[src/design/mni_config.svh]
// Build-time sizing of the network interface input path.
// Include this file wherever a width or threshold below is needed.

`ifndef MNI_CONFIG_SVH
`define MNI_CONFIG_SVH

// Network word and queue geometry
`define MNI_WORD_W        16
`define MNI_NUM_VC        3
`define MNI_LEVEL_W       3
`define MNI_OFFSET_W      6

// Output queue level must exceed this before a VC that may reply is served
`define MNI_NOUT_MIN      2

// Payload words start right after this offset
`define MNI_PAYLOAD_BASE  6

`endif

[src/design/mniPkg.sv]
// Shared types of the network interface input path: packet header layout,
// channel vectors, sequencer states and the writeback acknowledge record.

`include "mni_config.svh"

package mniPkg;

  // Word 0 of every incoming packet
  typedef struct packed {
    logic                     spare15;
    logic                     isRead;
    logic                     fault;
    logic [2:0]               spare12to10;
    logic                     hasAck;
    logic [2:0]               spare8to6;
    logic [`MNI_OFFSET_W-1:0] size;
  } headerWord_t;

  // One-hot channel vector, bit 0 is VC0
  typedef logic [`MNI_NUM_VC-1:0] vc_t;

  typedef enum logic [3:0] {
    Idle,
    Peek0,
    Peek2,
    WrFill0,
    WrFill2,
    WrFill3,
    WrFillData,
    WrFill4,
    WrFill5,
    WrFill6,
    WbAck0,
    WbAck2,
    WbAck3,
    Eop
  } seqState_t;

  // Which packet word the writeback capture latches this cycle
  typedef enum logic [2:0] {
    WbNone   = 3'd0,
    WbHeader = 3'd1,
    WbAdrHi  = 3'd2,
    WbAdrLo  = 3'd3,
    WbIssue  = 3'd4
  } wbStep_t;

  typedef struct packed {
    logic        fault;
    logic [31:0] adr;
  } wbAck_t;

endpackage

[src/design/vcArbiter.sv]
// Picks the next input virtual channel to serve. A channel is eligible only
// when everything it could produce downstream has room; the grant is held
// for the whole packet and drives the input queue dequeue lines.

`include "mni_config.svh"

module vcArbiter (
  input  logic                      clk_ni,
  input  logic                      rst_ni,
  input  mniPkg::vc_t               i_ninEmpty,
  input  logic [`MNI_LEVEL_W-1:0]   i_noutPacketsVc0,
  input  logic [`MNI_LEVEL_W-1:0]   i_noutPacketsVc1,
  input  logic                      i_wrfillBusy,
  input  logic                      i_grant,
  input  logic                      i_active,
  output logic                      o_eligible,
  output mniPkg::vc_t               o_vc,
  output mniPkg::vc_t               o_ninDeq
);

  localparam logic [`MNI_LEVEL_W-1:0] NoutMin = `MNI_NOUT_MIN;

  mniPkg::vc_t eligible;
  mniPkg::vc_t choice;
  mniPkg::vc_t vcQ;
  logic        vc0Room;
  logic        vc1Room;

  assign vc0Room = (i_noutPacketsVc0 > NoutMin);
  assign vc1Room = (i_noutPacketsVc1 > NoutMin);

  // VC0 only feeds the L2 writeback ack, so it is always serviceable
  assign eligible[0] = ~i_ninEmpty[0];
  assign eligible[1] = ~i_ninEmpty[1] & vc0Room & ~i_wrfillBusy;
  // VC2 traffic may also generate VC1 replies
  assign eligible[2] = ~i_ninEmpty[2] & vc0Room & vc1Room & ~i_wrfillBusy;

  // Fixed priority, lowest VC first
  always_comb begin
    choice = '0;
    if (eligible[0]) choice[0] = 1'b1;
    else if (eligible[1]) choice[1] = 1'b1;
    else if (eligible[2]) choice[2] = 1'b1;
  end

  always_ff @(posedge clk_ni) begin
    if (rst_ni) vcQ <= '0;
    else if (i_grant) vcQ <= choice;
  end

  assign o_eligible = |eligible;
  assign o_vc       = vcQ;
  // New choice already dequeues in the grant cycle so offset 0 is read early
  assign o_ninDeq   = (vcQ & {`MNI_NUM_VC{i_active}}) | (choice & {`MNI_NUM_VC{i_grant}});

  a_vcOneHot: assert property (@(posedge clk_ni) disable iff (rst_ni)
    i_active |-> $onehot(o_vc));

endmodule

[src/design/packetSequencer.sv]
// Walks one input packet at a time: reads the header, dispatches to the
// write/fill stream, the L2 writeback ack, or plain discard, and ends each
// packet with a single end-of-packet strobe. Offsets are issued from the
// next state because queue read data returns one cycle later.

`include "mni_config.svh"

module packetSequencer (
  input  logic                      clk_ni,
  input  logic                      rst_ni,
  input  logic                      i_eligible,
  input  mniPkg::vc_t               i_vc,
  input  logic [`MNI_WORD_W-1:0]    i_ninData,
  input  logic                      i_wbAckStall,
  output logic                      o_grant,
  output logic                      o_active,
  output logic [`MNI_OFFSET_W-1:0]  o_ninOffset,
  output logic                      o_ninEop,
  output logic                      o_wrfillValid,
  output mniPkg::wbStep_t           o_wbStep
);

  localparam logic [`MNI_OFFSET_W-1:0] PayloadBase = `MNI_PAYLOAD_BASE;

  mniPkg::seqState_t         stateQ;
  mniPkg::seqState_t         stateD;
  mniPkg::headerWord_t       header;
  logic                      isReadQ;
  logic                      hasAckQ;
  logic [`MNI_OFFSET_W-1:0]  sizeQ;
  logic [`MNI_OFFSET_W-1:0]  offsetCntQ;
  logic [`MNI_OFFSET_W-1:0]  offsetCntD;
  logic [`MNI_OFFSET_W-1:0]  lastOffset;
  logic                      lastPayload;
  logic                      wrfillValidQ;

  assign header = mniPkg::headerWord_t'(i_ninData);

  // ==========================================================================
  // FSM
  // ==========================================================================
  always_comb begin
    stateD = stateQ;
    case (stateQ)
      mniPkg::Idle:  if (i_eligible) stateD = mniPkg::Peek0;
      mniPkg::Peek0: stateD = mniPkg::Peek2;

      // Header fields are valid from here on
      mniPkg::Peek2: begin
        if (i_vc[0]) stateD = mniPkg::WbAck0;
        else if (!isReadQ) stateD = mniPkg::WrFill0;
        else stateD = mniPkg::Eop;
      end

      mniPkg::WrFill0: stateD = mniPkg::WrFill2;
      mniPkg::WrFill2: stateD = mniPkg::WrFill3;
      mniPkg::WrFill3: begin
        // Zero-size writes skip the payload loop
        if (sizeQ != '0) stateD = mniPkg::WrFillData;
        else if (hasAckQ) stateD = mniPkg::WrFill4;
        else stateD = mniPkg::Eop;
      end
      mniPkg::WrFillData: begin
        if (!lastPayload) stateD = mniPkg::WrFillData;
        else if (hasAckQ) stateD = mniPkg::WrFill4;
        else stateD = mniPkg::Eop;
      end
      mniPkg::WrFill4: stateD = mniPkg::WrFill5;
      mniPkg::WrFill5: stateD = mniPkg::WrFill6;
      mniPkg::WrFill6: stateD = mniPkg::Eop;

      mniPkg::WbAck0: stateD = mniPkg::WbAck2;
      mniPkg::WbAck2: stateD = mniPkg::WbAck3;
      mniPkg::WbAck3: if (!i_wbAckStall) stateD = mniPkg::Eop;

      mniPkg::Eop: stateD = mniPkg::Idle;
      default:     stateD = mniPkg::Idle;
    endcase
  end

  always_ff @(posedge clk_ni) begin
    if (rst_ni) begin
      stateQ       <= mniPkg::Idle;
      wrfillValidQ <= 1'b0;
    end else begin
      stateQ <= stateD;
      if (stateD == mniPkg::WrFill0) wrfillValidQ <= 1'b1;
      else if (stateD == mniPkg::Eop) wrfillValidQ <= 1'b0;
    end
  end

  // Header capture, word 0 is on the bus during Peek0
  always_ff @(posedge clk_ni) begin
    if (stateQ == mniPkg::Peek0) begin
      isReadQ <= header.isRead;
      hasAckQ <= header.hasAck;
      sizeQ   <= header.size;
    end
  end

  // ==========================================================================
  // Offset generation
  // ==========================================================================
  assign lastOffset  = sizeQ + PayloadBase;
  assign lastPayload = (offsetCntQ == lastOffset);

  always_comb begin
    if (stateQ == mniPkg::Idle) offsetCntD = PayloadBase;
    else if (stateD == mniPkg::WrFillData) offsetCntD = offsetCntQ + 1'b1;
    else offsetCntD = offsetCntQ;
  end

  always_ff @(posedge clk_ni) begin
    offsetCntQ <= offsetCntD;
  end

  always_comb begin
    case (stateD)
      mniPkg::Peek2,
      mniPkg::WrFill2,
      mniPkg::WbAck2:     o_ninOffset = 'd2;
      mniPkg::WrFill3,
      mniPkg::WbAck3:     o_ninOffset = 'd3;
      mniPkg::WrFill4:    o_ninOffset = 'd4;
      mniPkg::WrFill5:    o_ninOffset = 'd5;
      mniPkg::WrFill6:    o_ninOffset = 'd6;
      mniPkg::WrFillData: o_ninOffset = offsetCntD;
      // Peek0, WrFill0 and WbAck0 all want the header
      default:            o_ninOffset = '0;
    endcase
  end

  // ==========================================================================
  // Outputs
  // ==========================================================================
  assign o_grant       = (stateQ == mniPkg::Idle) & i_eligible;
  assign o_active      = (stateQ != mniPkg::Idle);
  assign o_ninEop      = (stateQ == mniPkg::Eop);
  assign o_wrfillValid = wrfillValidQ;

  always_comb begin
    case (stateQ)
      mniPkg::WbAck0: o_wbStep = mniPkg::WbHeader;
      mniPkg::WbAck2: o_wbStep = mniPkg::WbAdrHi;
      mniPkg::WbAck3: o_wbStep = i_wbAckStall ? mniPkg::WbAdrLo : mniPkg::WbIssue;
      default:        o_wbStep = mniPkg::WbNone;
    endcase
  end

  a_noWrfillOnVc0: assert property (@(posedge clk_ni) disable iff (rst_ni)
    o_wrfillValid |-> !i_vc[0]);

endmodule

[src/design/wbAckCapture.sv]
// Builds the L2 writeback acknowledge from packet words as the sequencer
// steps through them, then presents it with a single-cycle valid.

`include "mni_config.svh"

module wbAckCapture (
  input  logic                    clk_ni,
  input  logic                    rst_ni,
  input  mniPkg::wbStep_t         i_wbStep,
  input  logic [`MNI_WORD_W-1:0]  i_ninData,
  output logic                    o_wbAckValid,
  output mniPkg::wbAck_t          o_wbAck
);

  mniPkg::headerWord_t header;
  mniPkg::wbAck_t      wbAckQ;
  logic                validQ;

  assign header = mniPkg::headerWord_t'(i_ninData);

  always_ff @(posedge clk_ni) begin
    if (rst_ni) validQ <= 1'b0;
    else validQ <= (i_wbStep == mniPkg::WbIssue);
  end

  // Low word is still on the bus when the issue step comes
  always_ff @(posedge clk_ni) begin
    if (i_wbStep == mniPkg::WbHeader) wbAckQ.fault <= header.fault;
    if (i_wbStep == mniPkg::WbAdrHi) wbAckQ.adr[`MNI_WORD_W +: `MNI_WORD_W] <= i_ninData;
    if (i_wbStep == mniPkg::WbAdrLo || i_wbStep == mniPkg::WbIssue)
      wbAckQ.adr[0 +: `MNI_WORD_W] <= i_ninData;
  end

  assign o_wbAckValid = validQ;
  assign o_wbAck      = wbAckQ;

  a_singlePulse: assert property (@(posedge clk_ni) disable iff (rst_ni)
    o_wbAckValid |=> !o_wbAckValid);

endmodule

[src/design/mniIn.sv]
// Network interface input path top level. Serves the three external VC
// input queues and routes each packet to write/fill, the L2 writeback ack,
// or discard.

`include "mni_config.svh"

module mniIn (
  input  logic                      clk_ni,
  input  logic                      rst_ni,

  // Network in queues
  input  mniPkg::vc_t               i_ninEmpty,
  input  logic [`MNI_LEVEL_W-1:0]   i_noutPacketsVc0,
  input  logic [`MNI_LEVEL_W-1:0]   i_noutPacketsVc1,
  input  logic [`MNI_WORD_W-1:0]    i_ninData,
  output mniPkg::vc_t               o_ninDeq,
  output logic [`MNI_OFFSET_W-1:0]  o_ninOffset,
  output logic                      o_ninEop,

  // Write/fill stream
  input  logic                      i_wrfillBusy,
  output logic                      o_wrfillValid,
  output logic [`MNI_WORD_W-1:0]    o_wrfillData,

  // L2 writeback acknowledge
  input  logic                      i_wbAckStall,
  output logic                      o_wbAckValid,
  output mniPkg::wbAck_t            o_wbAck
);

  logic            eligible;
  logic            grant;
  logic            active;
  mniPkg::vc_t     vc;
  mniPkg::wbStep_t wbStep;

  vcArbiter u_vcArbiter (
    .clk_ni           (clk_ni),
    .rst_ni           (rst_ni),
    .i_ninEmpty       (i_ninEmpty),
    .i_noutPacketsVc0 (i_noutPacketsVc0),
    .i_noutPacketsVc1 (i_noutPacketsVc1),
    .i_wrfillBusy     (i_wrfillBusy),
    .i_grant          (grant),
    .i_active         (active),
    .o_eligible       (eligible),
    .o_vc             (vc),
    .o_ninDeq         (o_ninDeq)
  );

  packetSequencer u_packetSequencer (
    .clk_ni        (clk_ni),
    .rst_ni        (rst_ni),
    .i_eligible    (eligible),
    .i_vc          (vc),
    .i_ninData     (i_ninData),
    .i_wbAckStall  (i_wbAckStall),
    .o_grant       (grant),
    .o_active      (active),
    .o_ninOffset   (o_ninOffset),
    .o_ninEop      (o_ninEop),
    .o_wrfillValid (o_wrfillValid),
    .o_wbStep      (wbStep)
  );

  wbAckCapture u_wbAckCapture (
    .clk_ni       (clk_ni),
    .rst_ni       (rst_ni),
    .i_wbStep     (wbStep),
    .i_ninData    (i_ninData),
    .o_wbAckValid (o_wbAckValid),
    .o_wbAck      (o_wbAck)
  );

  // Queue read data goes out unchanged, qualified by o_wrfillValid
  assign o_wrfillData = i_ninData;

endmodule

[config.mk]
export PLATFORM = sky130hd
export DESIGN_NAME = mniIn
export DESIGN_NICKNAME = d
export VERILOG_FILES = /design/src/design/mniPkg.sv /design/src/design/vcArbiter.sv /design/src/design/packetSequencer.sv /design/src/design/wbAckCapture.sv /design/src/design/mniIn.sv
export VERILOG_INCLUDE_DIRS = /design/src /design/src/design
export SDC_FILE = /design/constraint.sdc
export NUM_CORES = 1
export LEC_CHECK = 0
export BUFFER_PORTS_ARGS = -buffer_cell sky130_fd_sc_hd__clkbuf_2
export CORE_ASPECT_RATIO = 1.4
export CORE_MARGIN = 2
export CORE_UTILIZATION = 50
export DETAILED_ROUTE_END_ITERATION = 16
export GPL_ROUTABILITY_DRIVEN = 0
export PLACE_DENSITY = 0.84
export SYNTH_ARGS = -nofsm -noshare
export SYNTH_HDL_FRONTEND = slang
export SYNTH_HIERARCHICAL = 1
export SYNTH_SLANG_ARGS = --single-unit
[constraint.sdc]
create_clock -name clk_ni -period 5.69 [get_ports clk_ni]
set_input_delay 1.707 -clock clk_ni [delete_from_list [all_inputs] [get_ports clk_ni]]
set_output_delay 1.707 -clock clk_ni [all_outputs]
set_load 0.005 [all_outputs]
======== Word-level counts from Yosys, hierarchy flattened ========
Index checks and enable logic that the tools add are counted.
word-level totals
  bits in read-only memories .............. 0
  RAM bits ................................ 0
  output and inout port bits .............. 61
  bits in latches ......................... 0
  memories ................................ 0
  register bits ........................... 56
cells by class
  $mul .................................... 0
  reductions and logical operators ........ 8
  multiplexer cells ....................... 20
  $add $sub $neg .......................... 2
  shift operators ......................... 0
  magnitude comparators ................... 2
  bitwise logic cells ..................... 13
  equal/unequal tests ..................... 29
  divide/modulo/power cells ............... 0
operator list
  kind                 number
  $pmux 4 s13          1
  $eq 4x4->1 const B   11
  $pmux 6 s6           1
  $eq 4x3->1 const B   8
  $mux 4               7
  $eq 4x2->1 const B   4
  $mux 6               2
  $pmux 3 s3           1
  $add 6x1->6 const B  1
  $add 6x3->6 const B  1
  $and 1x1->1          6
  $and 3x3->3          2
  $eq 3x2->1 const B   2
  $eq 6x6->1           1
  $gt 3x2->1 const B   2
  $mux 1               6
  $reduce_bool 6->1    1
  $reduce_or 3->1      2
  $eq 4x1->1 const B   1
  $logic_not 4->1      1
  $not 1->1            4
  $reduce_bool 4->1    1
  $eq 3x1->1 const B   1
  $eq 3x3->1 const B   1
  6 further kinds      6

======== Depth between registers and ports, before layout ========
  word-level depth ........................ 11
  mapped depth ............................ 10
  gate-level depth less buffers ........... 10

======== By module ========
The synthesis kept the hierarchy.
by module, submodules not included
  module           cells an instance  area each (sq um)  instances
  packetSequencer  158                1,351.3            1
  wbAckCapture     40                 1,063.5            1
  vcArbiter        27                 176.4              1
  mniIn            16                 120.1              1

======== Worst setup path before layout ========
Ideal clock, no wire load.
  path type ............................... input to output
  from .................................... input i_noutPacketsVc0[0]
  to ...................................... output o_ninOffset[0]
  data arrival time ....................... 3.227 ns
  stages .................................. 8
  buffers on the path ..................... 0
  data required time ...................... 3.983 ns
  setup slack ............................. 0.756 ns
  cells stage by stage .................... a21o_2 -> nand2_1 -> nand3_1 -> o31ai_1 -> o311a_2 -> o21ai_0 -> or3_2 -> nand3_1
on the way
  longest elaborated chain between the ends .. 11
  elaborated cells on any way between the ends .. 23
ends and longest elaborated chain
  element                    line                                            text
  start, declared            mniIn.sv:13                                     input logic [`MNI_LEVEL_W-1:0] i_noutPacketsVc0,
  $gt 3x2->1 (*)             vcArbiter.sv:29                                 assign vc0Room = (i_noutPacketsVc0 > NoutMin);
  $and 1x1->1 (3 in series)  vcArbiter.sv:36                                 assign eligible[2] = ~i_ninEmpty[2] & vc0Room & vc1Room & ~i_wrfillBusy;
  $reduce_or 3->1 (*)        vcArbiter.sv:51                                 assign o_eligible = |eligible;
  net eligible               mniIn.sv:31                                     logic eligible;
  $mux 4 (*)                 packetSequencer.sv:45                           mniPkg::Idle: if (i_eligible) stateD = mniPkg::Peek0;
  $pmux 4 s13 (*)            packetSequencer.sv:44                           case (stateQ)
  $eq 4x3->1                 packetSequencer.sv:109, packetSequencer.sv:118
  $mux 6                     packetSequencer.sv:109                          else if (stateD == mniPkg::WrFillData) offsetCntD = offsetCntQ + 1'b1;
  $mux 6                     packetSequencer.sv:108                          if (stateQ == mniPkg::Idle) offsetCntD = PayloadBase;
  $pmux 6 s6 (*)             packetSequencer.sv:118                          case (stateD)
  end, declared              mniIn.sv:17                                     output logic [`MNI_OFFSET_W-1:0] o_ninOffset,
The timed path passes the listed nets; every way through them passes the cells marked *.

======== Final worst setup path ========
Same ends and word-level chain as after synthesis.

==> flow_summary.ini <==
[routing]
via_per_inst = 5.48
wl_per_cell_um = 14.2
drtPass1Iterations = 4
drt-initial-drc-count = 80
drc_errors = 0
ant_nets = 0
vias = 2088
routed_wl_mm = 5.40

[critical_path]
r2r_cells = 8
startpoint_type = input port
cp.arrival_ns = 3.61
r2r_start = u_packetSequencer/stateQ[0]
cp.required_ns = 3.98
critPathSlowestCell = or3_2
max_stage_delay_ns = 0.54
critical_path.endpoint = o_ninOffset[0]
regToRegSetupSlack_ns = 2.42
path_depth = 10
critPathKind = in -> out
r2r-end = u_wbAckCapture/o_wbAck[9]
cp-end-kind = primary output
crit_chain = clkbuf_2 > a21o_2 > nand2_1 > nand3_1 > o31ai_1 > o311a_2 > o21ai_0 > or3_2 > nand3_1 > clkbuf_2
worst_path_dominant_cell_family = compound AO/OA/AOI/OAI gates
cp_max_fo = 7
crit_start = i_noutPacketsVc0[0]
critical_path_buf_inv_count = 2

[sta]
slew_headroom_pct = 21.8
tns_ns = 0
finClkSkew_ns = 0.00532
finalSetupViolations = 0
slew_viol_final = 0
finalHoldViolCount = 0
rsz0062_at_grt = no
timing.final.ws_setup_ns = 0.374
worst_pin_slew_ns = 1.16
min_period_ns = 5.32
fmax_mhz = 188
final.period_utilization_pct = 93.4

[yosys]
synth-seq-cells = 56
yosysTopAreaCell = edfxtp_1
yosysUniqueCellTypes = 54
synth_area_leaders = edfxtp_1, dfxtp_1, buf_4
synth_nets = 272
async_flop_share_pct = 0
syn_inst = 241
synth.avg_cell_area_um2 = 11.3
yosysWarnings = 6
synth_most_common_cell = edfxtp_1
synth-edff-count = 41
synth_common_cells = edfxtp_1, o21ai_0, buf_4
yosysSeqAreaShare_pct = 56.5
syn-cell-area_mm2 = 0.00271
ys.flop_type = edfxtp_1
yosysTopAreaCellShare_pct = 45.4

[run_status]
status = finished clean

[global_routing]
antenna_found_initial = 0
grt_pass1_wl_mm = 8.76
grt_pass1_vias = 1953
grt_max_degree = 21
grt_overflow_total = 0
track_usage_pct = 18.5

[floorplanning]
core.rowCount = 31
start_util_pct = 52.2
coreArea_mm2 = 0.00520
die_height_um = 91.1
io-pin-count = 90
die_x_um = 66.2
die_area_mm2 = 0.00604

[clock_tree]
cts.repair.resized = 0
holdBufCountCts = 0
cts_tree = done
clkSinkCount = 56
cts_root_buf = clkbuf_8
postCtsSetupBuffers = 0
clock_latency_ns = 0.30
clk_path_buf_depth = 2
cts-buffers-inserted = 5
ctsHtreeMaxLevel = 2
clk_pin_slew_ns = 0.10

[cells_and_area]
finalNetCount = 345
nFillCells = 448
fin_cells = 381
final_layout_size_suffix_gt1_share_pct = 36.5
design_area_mm2 = 0.00319
antenna_cells = 0
syn_to_final_growth_pct = 17.6

[worst_hold_path]
hp-class = reg -> reg

[placement]
place_area_mm2 = 0.00309
portBuffers = 89
dp_cells = 373
place.detailed.hpwl_mm = 4.14
preCtsSetupSlack_ns = 0.371

[power]
power_density_mw_per_mm2 = 381
ir_worst_vdd_uv = 227
leakage_nw = 1.26
p_total_mw = 1.21

[job]
cap_violations = 0
## registers in the layout (all words and copies together) (netlist names)
register and cells:
u_packetSequencer/hasAckQ 1, u_packetSequencer/isReadQ 1, u_packetSequencer/o_wrfillValid 1, u_packetSequencer/offsetCntQ 6, u_packetSequencer/sizeQ 6, u_packetSequencer/stateQ 4
u_vcArbiter/o_vc 3, u_wbAckCapture/o_wbAck 33, u_wbAckCapture/o_wbAckValid 1
## area by class of cell
| class | count | area, um^2 | area share (%) |
|---|---|---|---|
| Tap cell | 66 | 82.6 | 2.59 |
| Clock buffer | 5 | 68.8 | 2.16 |
| Inverter | 9 | 33.8 | 1.06 |
| Multi-Input combinational cell | 152 | 992 | 31.1 |
| Timing Repair Buffer | 90 | 453 | 14.2 |
| Sequential cell | 56 | 1530 | 48.0 |
| Clock inverter | 3 | 27.5 | 0.863 |
## worst min-delay path by stage
stage	slack [ns]	endpoint	start	depth (start not counted)
finish	0.48	u_vcArbiter/o_vc[2]	u_vcArbiter/o_vc[2]	2
detailed placement	0.47	u_vcArbiter/o_vc[2]	u_vcArbiter/o_vc[2]	2
floorplan	0.44	u_vcArbiter/o_vc[2]	u_vcArbiter/o_vc[2]	2
CTS	0.49	u_vcArbiter/o_vc[2]	u_vcArbiter/o_vc[2]	2
global route	0.51	u_vcArbiter/o_vc[2]	u_vcArbiter/o_vc[2]	2
global placement	0.45	u_vcArbiter/o_vc[2]	u_vcArbiter/o_vc[2]	2
## power by group
group          leakage [nW]  internal [mW]  switching [mW]
registers             0.493          0.492          0.0742
logic                 0.720          0.179           0.246
clock network        0.0463         0.0906           0.132
## cells by family after synthesis
kind of cell             share of synthesized area [%]
AO/OA/AOI/OAI                                     14.0
XOR/XNOR                                          3.23
adder cells (fa/ha/maj)                          0.923
buffers and inverters                             6.92
flip-flops                                        56.5
multiplexers                                      1.15
AND/OR/NAND/NOR                                   17.3
## through the flow
stage,utilization [%],hold slack (ns)
floorplan,-,0.438
global placement,59.5,0.453
detailed placement,59.5,0.471
CTS,61.4,0.486
global route,61.4,0.506
finish,61.4,0.484
## routing by layer
metal,global-route usage [%],part of all wire (%)
met2,33.1,53
met3,4.83,6.6
met1,20.9,39
met5,0,0
met4,6.12,1.5
## worst register-to-register path, stage by stage, from the launching register on
cell and delay [ns]:
dfxtp_1 0.62, nand2b_1 0.28, or4_4 0.61, or2_2 0.31, a31oi_1 0.18, nand4_1 0.21
inv_1 0.21, nand3b_1 0.11, o21ai_2 0.36
## placed cells by master (no fill, tap or decap), types with 2 or more instances in the layout
| cell type | instances |
|---|---|
| inv_1 | 9 |
| xnor2_1 | 7 |
| clkbuf_2 | 89 |
| dfxtp_1 | 15 |
| xor2_1 | 3 |
| nor3b_1 | 4 |
| clkbuf_8 | 5 |
| o311ai_0 | 2 |
| o31ai_1 | 6 |
| ha_1 | 2 |
| edfxtp_1 | 41 |
| a31oi_1 | 2 |
| nor2b_1 | 6 |
| mux2i_1 | 2 |
| o21a_1 | 3 |
| and3_1 | 3 |
| a21oi_1 | 5 |
| or2_2 | 4 |
| or4_4 | 2 |
| nand3_1 | 14 |
| nor3_1 | 6 |
| nor2_1 | 15 |
| o21ai_0 | 18 |
| nand2_1 | 13 |
| nand2b_1 | 4 |
| nand4_1 | 3 |
| o22ai_1 | 3 |
Note: power is estimated with default switching activity, not from simulation.
